### src/logic/ocs_pkg.sv
`default_nettype none

package ocs_pkg;

    //////////////////////////////////////////////////
    // Widths with a meaning

    typedef logic [7:0]  slot_id_t;
    typedef logic [7:0]  chan_idx_t;
    typedef logic [31:0] cycle_cnt_t;
    typedef logic [47:0] mac_t;
    typedef logic [15:0] ether_type_t;
    typedef logic [2:0]  beat_idx_t;

    //////////////////////////////////////////////////
    // Frame fields

    localparam mac_t        CTRL_MAC        = 48'h8DBC5C4A1A1F;
    // Byte 1 is replaced by the channel index
    localparam mac_t        TOR_MAC_BASE    = 48'h8DBC5C4A0000;
    localparam ether_type_t SLOT_ETHER_TYPE = 16'hFF03;
    localparam int          FRAME_BEATS     = 8;

    typedef enum logic [7:0] {
        KIND_START = 8'd1,
        KIND_SYNC  = 8'd2
    } frame_kind_e;

    typedef struct packed {
        frame_kind_e kind;
        slot_id_t    slot_id;
    } slot_event_t;

    // One 64-bit stream beat
    typedef struct packed {
        logic [63:0] data;
        logic [7:0]  keep;
        logic        last;
    } axis_beat_t;

    typedef enum logic [1:0] {
        ST_WAIT_LINK,
        ST_SLOT,
        ST_RECONFIG
    } slot_state_e;

endpackage

`default_nettype wire

### src/logic/ocs_controller.sv
`default_nettype none

module ocs_controller #(
    parameter int                  P_CHANNEL_NUM  = 8,
    parameter ocs_pkg::cycle_cnt_t P_SLOT_LEN     = 32'd2343,
    parameter ocs_pkg::cycle_cnt_t P_CONFIG_DELAY = 32'd234
) (
    input  wire logic                                    i_clk,
    input  wire logic                                    i_reset,
    input  wire logic                [P_CHANNEL_NUM-1:0] i_chnl_ready,
    output wire logic                [P_CHANNEL_NUM-1:0] o_tx_valid,
    output wire ocs_pkg::axis_beat_t [P_CHANNEL_NUM-1:0] o_tx_beat,
    input  wire logic                [P_CHANNEL_NUM-1:0] i_tx_ready,
    output wire logic                                    o_slot_start,
    output wire ocs_pkg::slot_id_t                       o_slot_id
);

    ocs_pkg::slot_event_t w_slot_event;

    assign o_slot_id = w_slot_event.slot_id;

    ocs_slot_timer #(
        .P_CHANNEL_NUM  (P_CHANNEL_NUM),
        .P_SLOT_LEN     (P_SLOT_LEN),
        .P_CONFIG_DELAY (P_CONFIG_DELAY)
    ) u_slot_timer (
        .i_clk        (i_clk),
        .i_reset      (i_reset),
        .i_chnl_ready (i_chnl_ready),
        .o_slot_start (o_slot_start),
        .o_slot_event (w_slot_event)
    );

    //////////////////////////////////////////////////
    // One transmitter per ToR link

    for (genvar c = 0; c < P_CHANNEL_NUM; c++) begin : g_chan
        ocs_slot_frame_tx #(
            .P_CHANNEL_IDX (ocs_pkg::chan_idx_t'(c))
        ) u_frame_tx (
            .i_clk        (i_clk),
            .i_reset      (i_reset),
            .i_slot_start (o_slot_start),
            .i_slot_event (w_slot_event),
            .o_tx_valid   (o_tx_valid[c]),
            .o_tx_beat    (o_tx_beat[c]),
            .i_tx_ready   (i_tx_ready[c])
        );
    end

endmodule

`default_nettype wire

### src/logic/ocs_slot_frame_tx.sv
`default_nettype none

module ocs_slot_frame_tx #(
    parameter ocs_pkg::chan_idx_t P_CHANNEL_IDX = 8'd0
) (
    input  wire logic                 i_clk,
    input  wire logic                 i_reset,
    input  wire logic                 i_slot_start,
    input  wire ocs_pkg::slot_event_t i_slot_event,
    output logic                      o_tx_valid,
    output ocs_pkg::axis_beat_t       o_tx_beat,
    input  wire logic                 i_tx_ready
);

    logic                 r_busy;
    ocs_pkg::beat_idx_t   r_beat_idx;
    ocs_pkg::slot_event_t r_event;
    ocs_pkg::mac_t        w_dest_mac;
    logic                 w_load;
    logic                 w_xfer;
    logic                 w_last;

    assign w_dest_mac = {
        ocs_pkg::TOR_MAC_BASE[47:16],
        P_CHANNEL_IDX,
        ocs_pkg::TOR_MAC_BASE[7:0]
    };

    assign w_load = i_slot_start && !r_busy;
    assign w_xfer = r_busy && i_tx_ready;
    assign w_last = (r_beat_idx == ocs_pkg::beat_idx_t'(ocs_pkg::FRAME_BEATS - 1));

    assign o_tx_valid = r_busy;

    //////////////////////////////////////////////////
    // Frame sequencing

    always_ff @(posedge i_clk) begin
        if (i_reset) begin
            r_busy     <= 1'b0;
            r_beat_idx <= '0;
        end else if (w_load) begin
            r_busy     <= 1'b1;
            r_beat_idx <= '0;
        end else if (w_xfer) begin
            if (w_last) begin
                r_busy <= 1'b0;
            end
            // Wraps back to beat 0 after the last one
            r_beat_idx <= r_beat_idx + 3'd1;
        end
    end

    always_ff @(posedge i_clk) begin
        if (w_load) begin
            r_event <= i_slot_event;
        end
    end

    //////////////////////////////////////////////////
    // Beat contents

    always_comb begin
        o_tx_beat.keep = '1;
        o_tx_beat.last = w_last;
        case (r_beat_idx)
            ocs_pkg::beat_idx_t'(0): begin
                // Destination, then start of source
                o_tx_beat.data = {w_dest_mac, ocs_pkg::CTRL_MAC[47:32]};
            end
            ocs_pkg::beat_idx_t'(1): begin
                o_tx_beat.data = {
                    ocs_pkg::CTRL_MAC[31:0],
                    ocs_pkg::SLOT_ETHER_TYPE,
                    r_event.slot_id,
                    r_event.kind
                };
            end
            default: begin
                // Padding up to 64 bytes
                o_tx_beat.data = '0;
            end
        endcase
    end

    //////////////////////////////////////////////////
    // Checks

    a_beat_hold: assert property (
        @(posedge i_clk) disable iff (i_reset)
        (o_tx_valid && !i_tx_ready) |=> (o_tx_valid && $stable(o_tx_beat))
    );

    // Slot spacing must leave room for the whole frame
    a_no_event_when_busy: assert property (
        @(posedge i_clk) disable iff (i_reset)
        i_slot_start |-> !r_busy
    );

endmodule

`default_nettype wire

### src/logic/ocs_slot_timer.sv
`default_nettype none

module ocs_slot_timer #(
    parameter int                  P_CHANNEL_NUM  = 8,
    parameter ocs_pkg::cycle_cnt_t P_SLOT_LEN     = 32'd2343,
    parameter ocs_pkg::cycle_cnt_t P_CONFIG_DELAY = 32'd234
) (
    input  wire logic                     i_clk,
    input  wire logic                     i_reset,
    input  wire logic [P_CHANNEL_NUM-1:0] i_chnl_ready,
    output logic                          o_slot_start,
    output ocs_pkg::slot_event_t          o_slot_event
);

    ocs_pkg::slot_state_e r_state;
    ocs_pkg::cycle_cnt_t  r_cycle_cnt;
    logic                 w_all_ready;

    assign w_all_ready = &i_chnl_ready;

    //////////////////////////////////////////////////
    // Slot and reconfiguration sequencing

    always_ff @(posedge i_clk) begin
        if (i_reset) begin
            r_state              <= ocs_pkg::ST_WAIT_LINK;
            r_cycle_cnt          <= '0;
            o_slot_start         <= 1'b0;
            o_slot_event.kind    <= ocs_pkg::KIND_START;
            o_slot_event.slot_id <= '0;
        end else if (!w_all_ready) begin
            // Any link down restarts the schedule
            r_state              <= ocs_pkg::ST_WAIT_LINK;
            r_cycle_cnt          <= '0;
            o_slot_start         <= 1'b0;
            o_slot_event.slot_id <= '0;
        end else begin
            o_slot_start <= 1'b0;
            case (r_state)
                ocs_pkg::ST_WAIT_LINK: begin
                    r_state              <= ocs_pkg::ST_SLOT;
                    r_cycle_cnt          <= '0;
                    o_slot_start         <= 1'b1;
                    o_slot_event.kind    <= ocs_pkg::KIND_START;
                    o_slot_event.slot_id <= '0;
                end
                ocs_pkg::ST_SLOT: begin
                    if (r_cycle_cnt == P_SLOT_LEN - 32'd1) begin
                        r_state     <= ocs_pkg::ST_RECONFIG;
                        r_cycle_cnt <= '0;
                    end else begin
                        r_cycle_cnt <= r_cycle_cnt + 32'd1;
                    end
                end
                ocs_pkg::ST_RECONFIG: begin
                    if (r_cycle_cnt == P_CONFIG_DELAY - 32'd1) begin
                        // Switch settled, open the next slot
                        r_state              <= ocs_pkg::ST_SLOT;
                        r_cycle_cnt          <= '0;
                        o_slot_start         <= 1'b1;
                        o_slot_event.kind    <= ocs_pkg::KIND_SYNC;
                        o_slot_event.slot_id <= o_slot_event.slot_id + 8'd1;
                    end else begin
                        r_cycle_cnt <= r_cycle_cnt + 32'd1;
                    end
                end
                default: begin
                    r_state <= ocs_pkg::ST_WAIT_LINK;
                end
            endcase
        end
    end

    //////////////////////////////////////////////////
    // Checks

    a_start_single_cycle: assert property (
        @(posedge i_clk) disable iff (i_reset)
        o_slot_start |=> !o_slot_start
    );

    // First event after a link outage restarts at slot 0
    a_no_event_link_down: assert property (
        @(posedge i_clk) disable iff (i_reset)
        (w_all_ready && !$past(w_all_ready)) |=> (o_slot_start
            && o_slot_event.kind == ocs_pkg::KIND_START
            && o_slot_event.slot_id == '0)
    );

endmodule

`default_nettype wire
### config.mk
export PLATFORM = sky130hd
export DESIGN_NAME = ocs_controller
export DESIGN_NICKNAME = d
export VERILOG_FILES = /design/src/logic/ocs_pkg.sv /design/src/logic/ocs_controller.sv /design/src/logic/ocs_slot_frame_tx.sv /design/src/logic/ocs_slot_timer.sv
export SDC_FILE = /design/constraint.sdc
export NUM_CORES = 1
export LEC_CHECK = 0
export BUFFER_PORTS_ARGS = -buffer_cell sky130_fd_sc_hd__clkbuf_2
export CORE_AREA = 2 2 244 246
export DETAILED_ROUTE_END_ITERATION = 10
export DIE_AREA = 0 0 246 248
export HOLD_SLACK_MARGIN = 0.05
export PLACE_DENSITY = 0.48
export SLEW_MARGIN = 10
export SYNTH_ARGS = -nofsm -noshare
export SYNTH_HDL_FRONTEND = slang
export SYNTH_SLANG_ARGS = --single-unit
### constraint.sdc
create_clock -name i_clk -period 2.9 [get_ports i_clk]
set_clock_uncertainty 0.05 [all_clocks]
set_input_delay 0.58 -clock i_clk [delete_from_list [all_inputs] [get_ports i_clk]]
set_output_delay 0.58 -clock i_clk [all_outputs]
set_load 0.005 [all_outputs]
* After elaboration in Yosys (flattened, before gate mapping) *
Cells that the tools add are included.

word-level totals
  flip-flop bits (word level) = 211
  output and inout bits = 601
  input bits = 18
  word-level logic and storage cells = 184

cells by class
  eq/ne operators = 22
  multiplexer cells = 42
  add/subtract/negate cells = 10
  bitwise logic cells = 1
  reductions and logical operators = 72

operators with widths
  kind                                                   count
  case mux 64 bit (2 select lines)                       8
  case mux 32 bit (3 select lines)                       1
  2-to-1 mux 32 bit                                      2
  nonzero test 2 bit                                     17
  adder 32 x 1 -> 32 bit, second input constant          1
  equality test 32 x 12 -> 1 bit, second input constant  1
  equality test 32 x 8 -> 1 bit, second input constant   1
  case mux 16 bit (2 select lines)                       1
  2-to-1 mux 1 bit                                       25
  adder 3 x 1 -> 3 bit, second input constant            8
  equality test 3 x 1 -> 1 bit, second input constant    8
  equality test 3 bit, second input constant             8
  logical NOT 3 bit                                      8
  AND reduction 2 bit                                    10
  OR reduction 2 bit                                     9
  logical AND 1 bit                                      16
  2-to-1 mux 16 bit                                      1
  AND reduction 10 bit                                   1
  adder 8 x 1 -> 8 bit, second input constant            1
  logical NOT 1 bit                                      8
  AND reduction 8 bit                                    1
  case mux 2 bit (3 select lines)                        1
  2-to-1 mux 2 bit                                       2
  != test 2 x 1 -> 1 bit, second input constant          2
  other kinds (6)                                        6

* Depth between registers and ports, before layout *
Gate-level depths: netlist of run 1.

  depth in word-level cells = 4
  mapped depth = 8
  mapped depth without buffers = 7

* Hierarchy *
A second synthesis of run 1 with hierarchy kept.

second synthesis, totals
  cell total of the unflattened synthesis = 1406
  area total of the unflattened synthesis = 13290.2 um^2

modules (own cells, without submodules)
  module             instances  seq. area each (um^2)  cells an instance  area each (um^2)
  ocs_slot_frame_tx  8          560.5                  125                1275.0
  ocs_slot_timer     1          900.9                  406                3090.5

* Worst setup path after synthesis of run 1 *
No wires, ideal clock.

  kind = register to output
  start point = register g_chan[7].u_frame_tx.r_beat_idx[0]
  end point = output o_tx_beat[545] (netlist bit)
  stages on the path, launching flop included = 6
  arrival time = 1687 ps
  path slack = 583 ps
  path buffers = 1
  data required time = 2270 ps
  cells stage by stage = dfxtp_1 > inv_1 > ha_1 > nor2b_1 > or2_2 > buf_4

RTL lines
  element                 line                     RTL
  start, declared         ocs_slot_frame_tx.sv:16  ocs_pkg::beat_idx_t r_beat_idx;
  start signal, assigned  ocs_slot_frame_tx.sv:50  r_beat_idx <= r_beat_idx + 3'd1;
  end, declared           ocs_controller.sv:12     output wire ocs_pkg::axis_beat_t [P_CHANNEL_NUM-1:0] o_tx_beat,

==> impl_metrics.env, run 1 <==
export IMPL_status="completed"
export IMPL_critPathLaunchType="flop"
export IMPL_placed_area_mm2=0.0121
export IMPL_synthFlopType="edfxtp_1"
export IMPL_setup_viol=0
export IMPL_dr_pass1_iters=5
export IMPL_io_pins=619
export IMPL_cp_max_fo=23
export IMPL_wl_mm=30.8
export IMPL_slew_violations=0
export IMPL_worstHoldStart="i_tx_ready[0]"
export IMPL_drcViolationCount=0
export IMPL_hold_viol=0
export IMPL_wl_per_cell_um=14.0
export IMPL_crit_type="flop to primary output"
export IMPL_hold_class="input port to flop"
export IMPL_tns_ns=0
export IMPL_antenna_cells=0
export IMPL_synthSimpleGateAreaFrac_pct=15.3
export IMPL_cts_resized=2
export IMPL_dieHeight_um=248
export IMPL_core_mm2=0.0585
export IMPL_grt_max_degree=36
export IMPL_synthMuxAreaShare_pct=1.35
export IMPL_hpwl_mm=23.2
export IMPL_ctsHoldBuffers=0
export IMPL_nets=1483
export IMPL_worstSetupStartpoint="g_chan[2].u_frame_tx.r_beat_idx[1]"
export IMPL_leakage_uw=0.00563
export IMPL_cts_max_path_buffers=2
export IMPL_drtAntennaViolNets=0
export IMPL_synth_xor_area_share_pct=0.221
export IMPL_max_cap_viol_count=0
export IMPL_worstPathArrival_ns=2.04
export IMPL_grt_pass1_wl_mm=44.3
export IMPL_synthAdderAreaFrac_pct=4.31
export IMPL_seq_area_frac_synth_pct=33.1
export IMPL_antenna_found_initial=0
export IMPL_cts_sinks=157
export IMPL_ys_ff_latch=157
export IMPL_cp_end_kind="primary output"
export IMPL_syn_cell_area_mm2=0.0119
export IMPL_worst_pin_slew_ns=0.863
export IMPL_worstSkewPairLatency_ns=0.44
export IMPL_async_reset_ff_share_pct=0
export IMPL_cts_tree="built"
export IMPL_yosys_warnings=0
export IMPL_fp_dieW_um=246
export IMPL_clockRootBuffer="clkbuf_16"
export IMPL_drive_above_1_share_pct=37.5
export IMPL_period_needed_ns=2.67
export IMPL_synth_top_family_by_area="buffers and inverters"
export IMPL_nFillCells=6407
export IMPL_vias=8514
export IMPL_hold_slack_ns=0.360
export IMPL_cp_required_ns=2.27
export IMPL_grt_pass1_vias=7103
export IMPL_peakVddDrop_v=0.000379
export IMPL_multi_input_area_mm2=0.00456
export IMPL_start_util_pct=20.4
export IMPL_ys_types=61
export IMPL_synthCells=1305
export IMPL_cts_buffers=17
export IMPL_avgViaCountPerCell=3.85
export IMPL_drtIter0Drc=380
export IMPL_slew_headroom_pct=42.4
export IMPL_syn_to_final_growth_pct=6.52
export IMPL_die_area_mm2=0.0610
export IMPL_rsz0062_at_grt="false"
export IMPL_synth_edf_count=80
export IMPL_postCtsSetupBuffers=0
export IMPL_path_clk_slew_ns=0.06
export IMPL_powerDensity_mw_per_mm2=366
export IMPL_overflow=0
export IMPL_timing_rr_start="u_slot_timer.r_cycle_cnt[12]"
export IMPL_ff_latch_area_mm2=0.00394
export IMPL_fin_area_mm2=0.0127
export IMPL_final_period_utilization_pct=91.9
export IMPL_globalRouteTotalUtil_pct=9.53
export IMPL_row_count=89
export IMPL_place_congestion=0.785
export IMPL_htreeDepth=4
export IMPL_max_freq_mhz=375
export IMPL_synth_compound_area_share_pct=11.1
export IMPL_avgSynthCellArea_um2=9.12
export IMPL_io_buffers=434
## final timing paths
kind	cells past startpoint	end	slack, ns
max	5	o_tx_beat[167]	0.23
min	2	g_chan[0].u_frame_tx.o_tx_valid	0.36
max reg2reg	5	u_slot_timer.r_cycle_cnt[20]	0.49
min reg2reg	2	u_slot_timer.o_slot_event[0]	0.46
## flip-flops by register name, indices dropped and copies added (netlist names)
signal	flops
g_chan.u_frame_tx.r_event	80
u_slot_timer.r_cycle_cnt	32
g_chan.u_frame_tx.r_beat_idx	24
u_slot_timer.o_slot_event	10
g_chan.u_frame_tx.o_tx_valid	8
u_slot_timer.r_state	2
u_slot_timer.o_slot_start	1
## Yosys cell counts, types with 4 or more instances
cell / number / area [µm²]
nor2b_1: 22 / 138
o311a_1: 6 / 60.1
o211ai_1: 33 / 248
dfxtp_1: 77 / 1540
buf_2: 18 / 90.1
or2_2: 4 / 25.0
nor3_1: 29 / 145
o2111ai_1: 24 / 210
edfxtp_1: 80 / 2400
and3_1: 12 / 75.1
a21o_1: 16 / 120
nand2_1: 47 / 176
a31oi_1: 20 / 125
mux2i_1: 7 / 70.1
nand3_1: 23 / 115
nand4_1: 13 / 81.3
and4_1: 4 / 35.0
inv_1: 29 / 109
and2_1: 56 / 350
buf_4: 497 / 3730
o21ai_0: 7 / 35.0
a311oi_1: 8 / 70.1
nor4_4: 4 / 85.1
or4_1: 10 / 75.1
or3_1: 6 / 37.5
mux2_2: 7 / 78.8
clkbuf_1: 42 / 158
nor3b_1: 8 / 60.1
nor4_1: 13 / 81.3
nor2_1: 52 / 195
a32oi_1: 8 / 70.1
ha_1: 41 / 513
a21oi_1: 45 / 225
## cell families (layout without fill, tap and decap cells)
logic type               count (synthesis)  in the layout
AO/OA/AOI/OAI                          181            181
multiplexers                            15             15
adder cells (fa/ha/maj)                 41             41
buffers and inverters                  589            539
XOR/XNOR                                 3              3
other                                    2            184
AND/OR/NAND/NOR                        317            317
flip-flops                             157            157
## routing by layer
layer	wire (µm)	GRT usage [%]
met1	13100	11.9
met2	15400	16.1
met3	1840	2.09
met4	549	3.44
met5	0	0
## cell type report
cell class              count  share of cell area (%)
multi-input cells         741                    35.9
flip-flops and latches    157                    31.1
repair buffers            478                    19.9
well taps                 773                    7.63
clock buffers              23                    3.90
inverters                  29                   0.859
clock inverters             9                   0.641
## cell usage in the layout, fill, tap and decap left out, types with 4 or more instances in the layout
master	n
clkbuf_2	434
conb_1	184
edfxtp_1	80
dfxtp_1	77
and2_1	56
nor2_1	52
nand2_1	47
a21oi_1	45
buf_4	42
ha_1	41
o211ai_1	33
inv_1	29
nor3_1	29
o2111ai_1	24
nand3_1	23
a31oi_1	20
clkbuf_16	19
a21o_1	16
nor2b_1	15
nand4_1	13
nor4_1	13
and3_1	12
or4_1	10
a311oi_1	8
nor3b_1	8
a32oi_1	8
mux2_2	7
mux2i_1	7
o21ai_0	7
nor2b_2	6
or3_1	6
o311a_1	6
or2_2	4
nor4_4	4
and4_1	4
## worst max-delay path: stages (launching register included)
cell	delay, ns
dfxtp_1	0.37
inv_1	0.12
ha_1	0.24
nor2b_4	0.53
and2_1	0.22
clkbuf_2	0.11
## through the flow
step           utilization, %  instances  setup slack [ns]  power [µW]
6_report                 21.7       2210             0.235        4640
5_1_grt                  21.7       2210            0.0131        4850
4_1_cts                  21.7       2210            0.0668        4730
3_5_place_dp             20.7       2178             0.348        2460
3_3_place_gp             20.7       2178             0.465        2460
2_1_floorplan               -       1487             0.583        2620
## power by group
group,total (µW),switching [µW],internal (µW)
sequential,2310,0.998,2310
combinational,108,89.4,18.2
clock,2220,926,1290
total,4640,1020,3620
Power figures use the tool's default switching activity.
==> run 2: changes to the inputs <==
CORE_AREA = 2 2 241 243   (was 2 2 244 246)
DIE_AREA = 0 0 243 245   (was 0 0 246 248)
PLACE_DENSITY = 0.52   (was 0.48)
REMOVE_ABC_BUFFERS = 1   (was unset)
SYNTH_HIERARCHICAL = 1   (was unset)
==> run 2 against run 1 <==
Against the previous run: sequential cell count is 48 higher; worst setup slack worse by 0.077 ns; critical path depth down 1; clock-buffer cell count increased by 2; sequential share of layout area grew 5.8 points; utilization rose by 3.9 points; non-clock buffer count increased by 3; critical path type unchanged; largest power group unchanged.
==> impl_metrics.env, run 2 <==
export IMPL_status="completed"
export IMPL_hold_class="input port to flop"
export IMPL_drive_above_1_share_pct=35.4
export IMPL_r2r_end="u_slot_timer/r_cycle_cnt[26]"
export IMPL_largest_reg_flops=128
export IMPL_multi_input_area_mm2=0.00489
export IMPL_io_pins=619
export IMPL_seq_area_frac_synth_pct=40.5
export IMPL_rsz0062_at_grt="false"
export IMPL_mostFrequentLayoutCell="clkbuf_2"
export IMPL_globalRouteTotalUtil_pct=11.1
export IMPL_synth_most_common_cell="buf_4"
export IMPL_vias=9542
export IMPL_peakVddDrop_v=0.000257
export IMPL_synth_edf_count=128
export IMPL_setup_viol=0
export IMPL_tns_ns=0
export IMPL_yosys_top_cells_area="edfxtp_1, buf_4, dfxtp_1, ha_1, a21oi_1"
export IMPL_layout_common_cells="clkbuf_2, conb_1, edfxtp_1"
export IMPL_syn_to_final_growth_pct=9.68
export IMPL_wl_mm=35.9
export IMPL_cp_required_ns=2.27
export IMPL_max_cap_viol_count=0
export IMPL_r2r_cells=8
export IMPL_avgSynthCellArea_um2=9.45
export IMPL_wl_per_cell_um=15.3
export IMPL_place_congestion=0.780
export IMPL_hold_viol=0
export IMPL_worst_pin_slew_ns=0.978
export IMPL_hpwl_mm=26.0
export IMPL_ys_types=50
export IMPL_synthFlopType="edfxtp_1"
export IMPL_antenna_found_initial=0
export IMPL_antenna_cells=0
export IMPL_path_clk_slew_ns=0.06
export IMPL_cts_buffers=21
export IMPL_fp_dieW_um=243
export IMPL_max_freq_mhz=365
export IMPL_row_count=88
export IMPL_overflow=0
export IMPL_worstPathArrival_ns=2.11
export IMPL_syn_cell_area_mm2=0.0133
export IMPL_worstSetupStartpoint="g_chan[5].u_frame_tx/r_beat_idx[0]"
export IMPL_clockRootBuffer="clkbuf_16"
export IMPL_start_util_pct=23.3
export IMPL_yosys_area_top_type="edfxtp_1"
export IMPL_finalWorstSetupSlack_ns=0.157
export IMPL_rrSetupSlack_ns=0.31
export IMPL_async_reset_ff_share_pct=0
export IMPL_worstSkewPairLatency_ns=0.51
export IMPL_critPathLaunchType="flop"
export IMPL_ff_latch_area_mm2=0.00539
export IMPL_cp_max_fo=11
export IMPL_ys_top_cells_by_count="buf_4, edfxtp_1, nor2_1, a21oi_1, dfxtp_1"
export IMPL_cts_max_path_buffers=3
export IMPL_core_mm2=0.0570
export IMPL_nets=1629
export IMPL_grt_max_degree=51
export IMPL_hold_end="g_chan[4].u_frame_tx/o_tx_valid"
export IMPL_io_buffers=442
export IMPL_yosys_warnings=6
export IMPL_avgViaCountPerCell=4.06
export IMPL_powerDensity_mw_per_mm2=410
export IMPL_htreeDepth=1
export IMPL_period_needed_ns=2.74
export IMPL_drtIter0Drc=419
export IMPL_cp_end_kind="primary output"
export IMPL_dr_pass1_iters=5
export IMPL_drcViolationCount=0
export IMPL_drtAntennaViolNets=0
export IMPL_final_period_utilization_pct=94.6
export IMPL_post_place_ws_ns=0.365
export IMPL_slew_headroom_pct=34.8
export IMPL_nFillCells=6138
export IMPL_dieHeight_um=245
export IMPL_worstHoldStart="i_tx_ready[4]"
export IMPL_synthCells=1406
export IMPL_leakage_uw=0.00624
export IMPL_top_register="g_chan.u_frame_tx/r_event"
export IMPL_synth_top_cell_area_share_pct=28.9
export IMPL_report_power_total_uw=5980
export IMPL_slew_violations=0
export IMPL_crit_type="flop to primary output"
export IMPL_cts_tree="built"
export IMPL_grt_pass1_vias=8246
export IMPL_hold_depth=2
export IMPL_grt_pass1_wl_mm=51.6
export IMPL_die_area_mm2=0.0595
export IMPL_cts_sinks=205
export IMPL_ys_ff_latch=205
export IMPL_timing_rr_start="u_slot_timer/r_cycle_cnt[0]"
export IMPL_top_regs="g_chan.u_frame_tx/r_event x128, u_slot_timer/r_cycle_cnt x32, g_chan.u_frame_tx/r_beat_idx x24"
## run 2: cell count changes after synthesis, moves of 15 or more
cell / before / now
a21o_1: 16 / 1
edfxtp_1: 80 / 128
nor3_1: 29 / 9
buf_4: 497 / 438
nor2_1: 52 / 118
conb_1: 2 / 17
a21oi_1: 45 / 90
nand4b_1: 1 / 17
## run 2: metal layers
| layer | track usage (%) | wire [µm] | share of wire (%) | vias to the layer above |
|---|---|---|---|---|
| li1 | - | - | - | 4578 |
| met1 | 13.5 | 14500 | 41 | 4582 |
| met2 | 20.6 | 18900 | 53 | 354 |
| met3 | 1.32 | 1830 | 5.1 | 28 |
| met4 | 3.03 | 635 | 1.8 | 0 |
| met5 | 0 | 0 | 0 | - |
## run 2: worst max path at each step
stage	endpoint	depth (start not counted)
global route	o_tx_beat[120]	4
finish	o_tx_beat[429]	4
detailed placement	u_slot_timer/r_cycle_cnt[29]	8
floorplan	u_slot_timer/r_cycle_cnt[13]	5
CTS	o_tx_beat[459]	5
global placement	u_slot_timer/r_cycle_cnt[31]	8
## run 2: power by group
group / total, µW / leakage, µW / switching (µW) / internal [µW]
combinational: 139 / 0.00394 / 116 / 22.5
clock: 2770 / 0.000346 / 1210 / 1560
sequential: 3070 / 0.00196 / 1.38 / 3070
total: 5980 / 0.00624 / 1330 / 4650
## run 2: kinds of logic after synthesis
group	count (synthesis)	synth area share, %
compound gates	226	11.2
fa+ha+maj	40	3.77
buf+inv	535	27.8
flops	205	40.5
mux	10	1.06
other cells	17	0.480
simple gates	373	15.2
## run 2: final cells by class
class	count	share of cell area (%)
clock inverters	13	0.841
flip-flops and latches	205	37.0
well taps	765	6.57
clock buffers	25	4.00
multi-input cells	831	33.6
inverters	31	0.798
repair buffers	481	17.3
## run 2: what timing repair did
item / in CTS / in global routing
resized for setup: 0 / 8
setup endpoints to repair: 0 / 46
buffers inserted: 0 / 0
hold buffers: 0 / 0
## run 2: metrics by stage
stage / hold WS (ns) / util, % / cell area, µm² / instances
6_report: 0.284 / 25.6 / 14600 / 2351
5_1_grt: 0.271 / 25.6 / 14600 / 2351
4_1_cts: 0.255 / 25.5 / 14600 / 2351
3_5_place_dp: 0.464 / 24.3 / 13800 / 2313
3_3_place_gp: 0.452 / 24.3 / 13800 / 2313
2_1_floorplan: 0.431 / - / 10300 / 1067
## run 2: worst max-delay path: stages, from the launching register on
cell and delay (ns):
dfxtp_1 0.36, inv_1 0.08, ha_1 0.36, nor2b_1 0.58
clkbuf_2 0.22
==> run 3: changes to the inputs <==
==> constraint.sdc (replaced) <==
create_clock -name i_clk -period 2.9 [get_ports i_clk]
set_clock_uncertainty 0.05 [all_clocks]
set_input_delay 0.87 -clock i_clk [delete_from_list [all_inputs] [get_ports i_clk]]
set_output_delay 0.87 -clock i_clk [all_outputs]
set_load 0.005 [all_outputs]
==> run 3 against run 2 <==
Against the previous run: total power rose by 1.4%; die area did not move; register-to-register slack got worse by 0.03 ns; sequential power barely moved; via count rose by 0.75%; worst hold slack improved by 0.16 ns; first-iteration DRC count rose by 18%; cell count rose by 0.17%; critical endpoint is now o_tx_beat[95]; largest cell class unchanged.
==> impl_metrics.env, run 3 (synthesized netlist as in run 2, its figures left out) <==
export IMPL_cts_sinks=205
export IMPL_status="completed"
export IMPL_antenna_found_initial=2
export IMPL_max_freq_mhz=352
export IMPL_mostFrequentLayoutCell="clkbuf_2"
export IMPL_grt_pass1_vias=8341
export IMPL_wl_per_cell_um=15.7
export IMPL_hold_viol=0
export IMPL_row_count=88
export IMPL_place_congestion=0.802
export IMPL_overflow=0
export IMPL_cp_max_fo=24
export IMPL_hold_depth=1
export IMPL_grt_max_degree=66
export IMPL_slew_violations=0
export IMPL_crit_type="flop to primary output"
export IMPL_htreeDepth=1
export IMPL_cp_required_ns=1.98
export IMPL_clockRootBuffer="clkbuf_16"
export IMPL_report_power_total_uw=6060
export IMPL_io_pins=619
export IMPL_core_mm2=0.0570
export IMPL_leakage_uw=0.00629
export IMPL_finalWorstSetupSlack_ns=0.0590
export IMPL_slowest_delay_ns=0.43
export IMPL_top_register="g_chan.u_frame_tx/r_event"
export IMPL_ctsHoldBuffers=0
export IMPL_worstSkewPairLatency_ns=0.51
export IMPL_largest_reg_flops=128
export IMPL_r2r_cells=6
export IMPL_layout_common_cells="clkbuf_2, conb_1, edfxtp_1"
export IMPL_period_needed_ns=2.84
export IMPL_powerDensity_mw_per_mm2=411
export IMPL_path_buf_inv=2
export IMPL_cp_end_kind="primary output"
export IMPL_critPathLaunchType="flop"
export IMPL_die_area_mm2=0.0595
export IMPL_fp_dieW_um=243
export IMPL_critical_path_top_delay_family="flip-flops"
export IMPL_hold_slack_ns=0.442
export IMPL_worst_path_stages=5
export IMPL_cts_max_path_buffers=3
export IMPL_io_buffers=442
export IMPL_hold_class="flop to flop"
export IMPL_dieHeight_um=245
export IMPL_final_period_utilization_pct=98.0
export IMPL_grt_pass1_wl_mm=52.3
export IMPL_start_util_pct=23.3
export IMPL_avgViaCountPerCell=4.08
export IMPL_path_clk_slew_ns=0.06
export IMPL_peakVddDrop_v=0.000311
export IMPL_instances_no_fill=2355
export IMPL_nFillCells=6121
export IMPL_globalRouteTotalUtil_pct=11.3
export IMPL_cts_buffers=22
export IMPL_cts_tree="built"
export IMPL_worstPathArrival_ns=1.92
export IMPL_drcViolationCount=0
export IMPL_slew_headroom_pct=53.0
export IMPL_syn_to_final_growth_pct=10.9
export IMPL_drtAntennaViolNets=0
export IMPL_worst_pin_slew_ns=0.706
export IMPL_setup_viol=0
export IMPL_nets=1630
export IMPL_drive_above_1_share_pct=36.8
export IMPL_rsz0062_at_grt="true"
export IMPL_cp_cell_sequence="ha_2, nor2b_1, buf_4, and2_1, clkbuf_2"
export IMPL_hpwl_mm=26.5
export IMPL_top_regs="g_chan.u_frame_tx/r_event x128, u_slot_timer/r_cycle_cnt x32, g_chan.u_frame_tx/r_beat_idx x24"
export IMPL_max_cap_viol_count=0
export IMPL_post_place_ws_ns=0.300
export IMPL_dr_pass1_iters=4
export IMPL_vias=9614
export IMPL_drtIter0Drc=493
export IMPL_cp_slowest_cell="dfxtp_1"
export IMPL_wl_mm=37.1
export IMPL_placed_cells=2309
[run 3: path summary, 6_finish.rpt]
check,start,endpoint,slack [ns]
worst max-delay path,g_chan[1].u_frame_tx/r_beat_idx[0],o_tx_beat[95],0.06
worst min-delay path,g_chan[3].u_frame_tx/r_beat_idx[0],g_chan[3].u_frame_tx/r_beat_idx[0],0.44
worst max register to register,u_slot_timer/r_cycle_cnt[22],u_slot_timer/r_cycle_cnt[13],0.28
worst min register to register,g_chan[3].u_frame_tx/r_beat_idx[0],g_chan[3].u_frame_tx/r_beat_idx[0],0.44
[run 3: timing repair]
| item | 4_1_cts | 5_1_grt |
|---|---|---|
| setup endpoints to repair | 198 | 122 |
| gates cloned | 0 | 1 |
| buffers inserted | 0 | 3 |
| pin swaps | 0 | 1 |
| gates resized for setup | 29 | 19 |
[run 3: per-layer routing]
layer | track usage (%) | vias to the layer above | routed length, µm
li1 | - | 4577 | -
met1 | 14.0 | 4605 | 15300
met2 | 20.2 | 389 | 18900
met3 | 1.31 | 43 | 1820
met4 | 4.42 | 0 | 1120
met5 | 0 | - | 0
[run 3: final cells by class]
class	count	area (µm²)	share of cell area [%]
timing repair buffer	481	2520	17.1
tap	765	957	6.49
antenna	2	5.00	0.0339
clock buffer	24	579	3.93
sequential	205	5390	36.6
clock inverter	16	154	1.04
inverter	31	116	0.789
multi-input combinational	831	5020	34.1
[run 3: metrics by stage]
step	instance area (µm²)	TNS, ns	utilization, %
after CTS	14700	0	25.7
after global routing	14700	-0.976	25.8
final	14700	0	25.9
after detailed placement	13800	0	24.2
after floorplan	10300	-57.69	-
after global placement	13800	0	24.2
[run 3: where the power goes]
group	total (µW)	leakage (µW)	internal, µW	switching, µW
combinational	142	0.00398	22.8	120
clock	2850	0.000347	1640	1210
sequential	3080	0.00196	3070	1.47
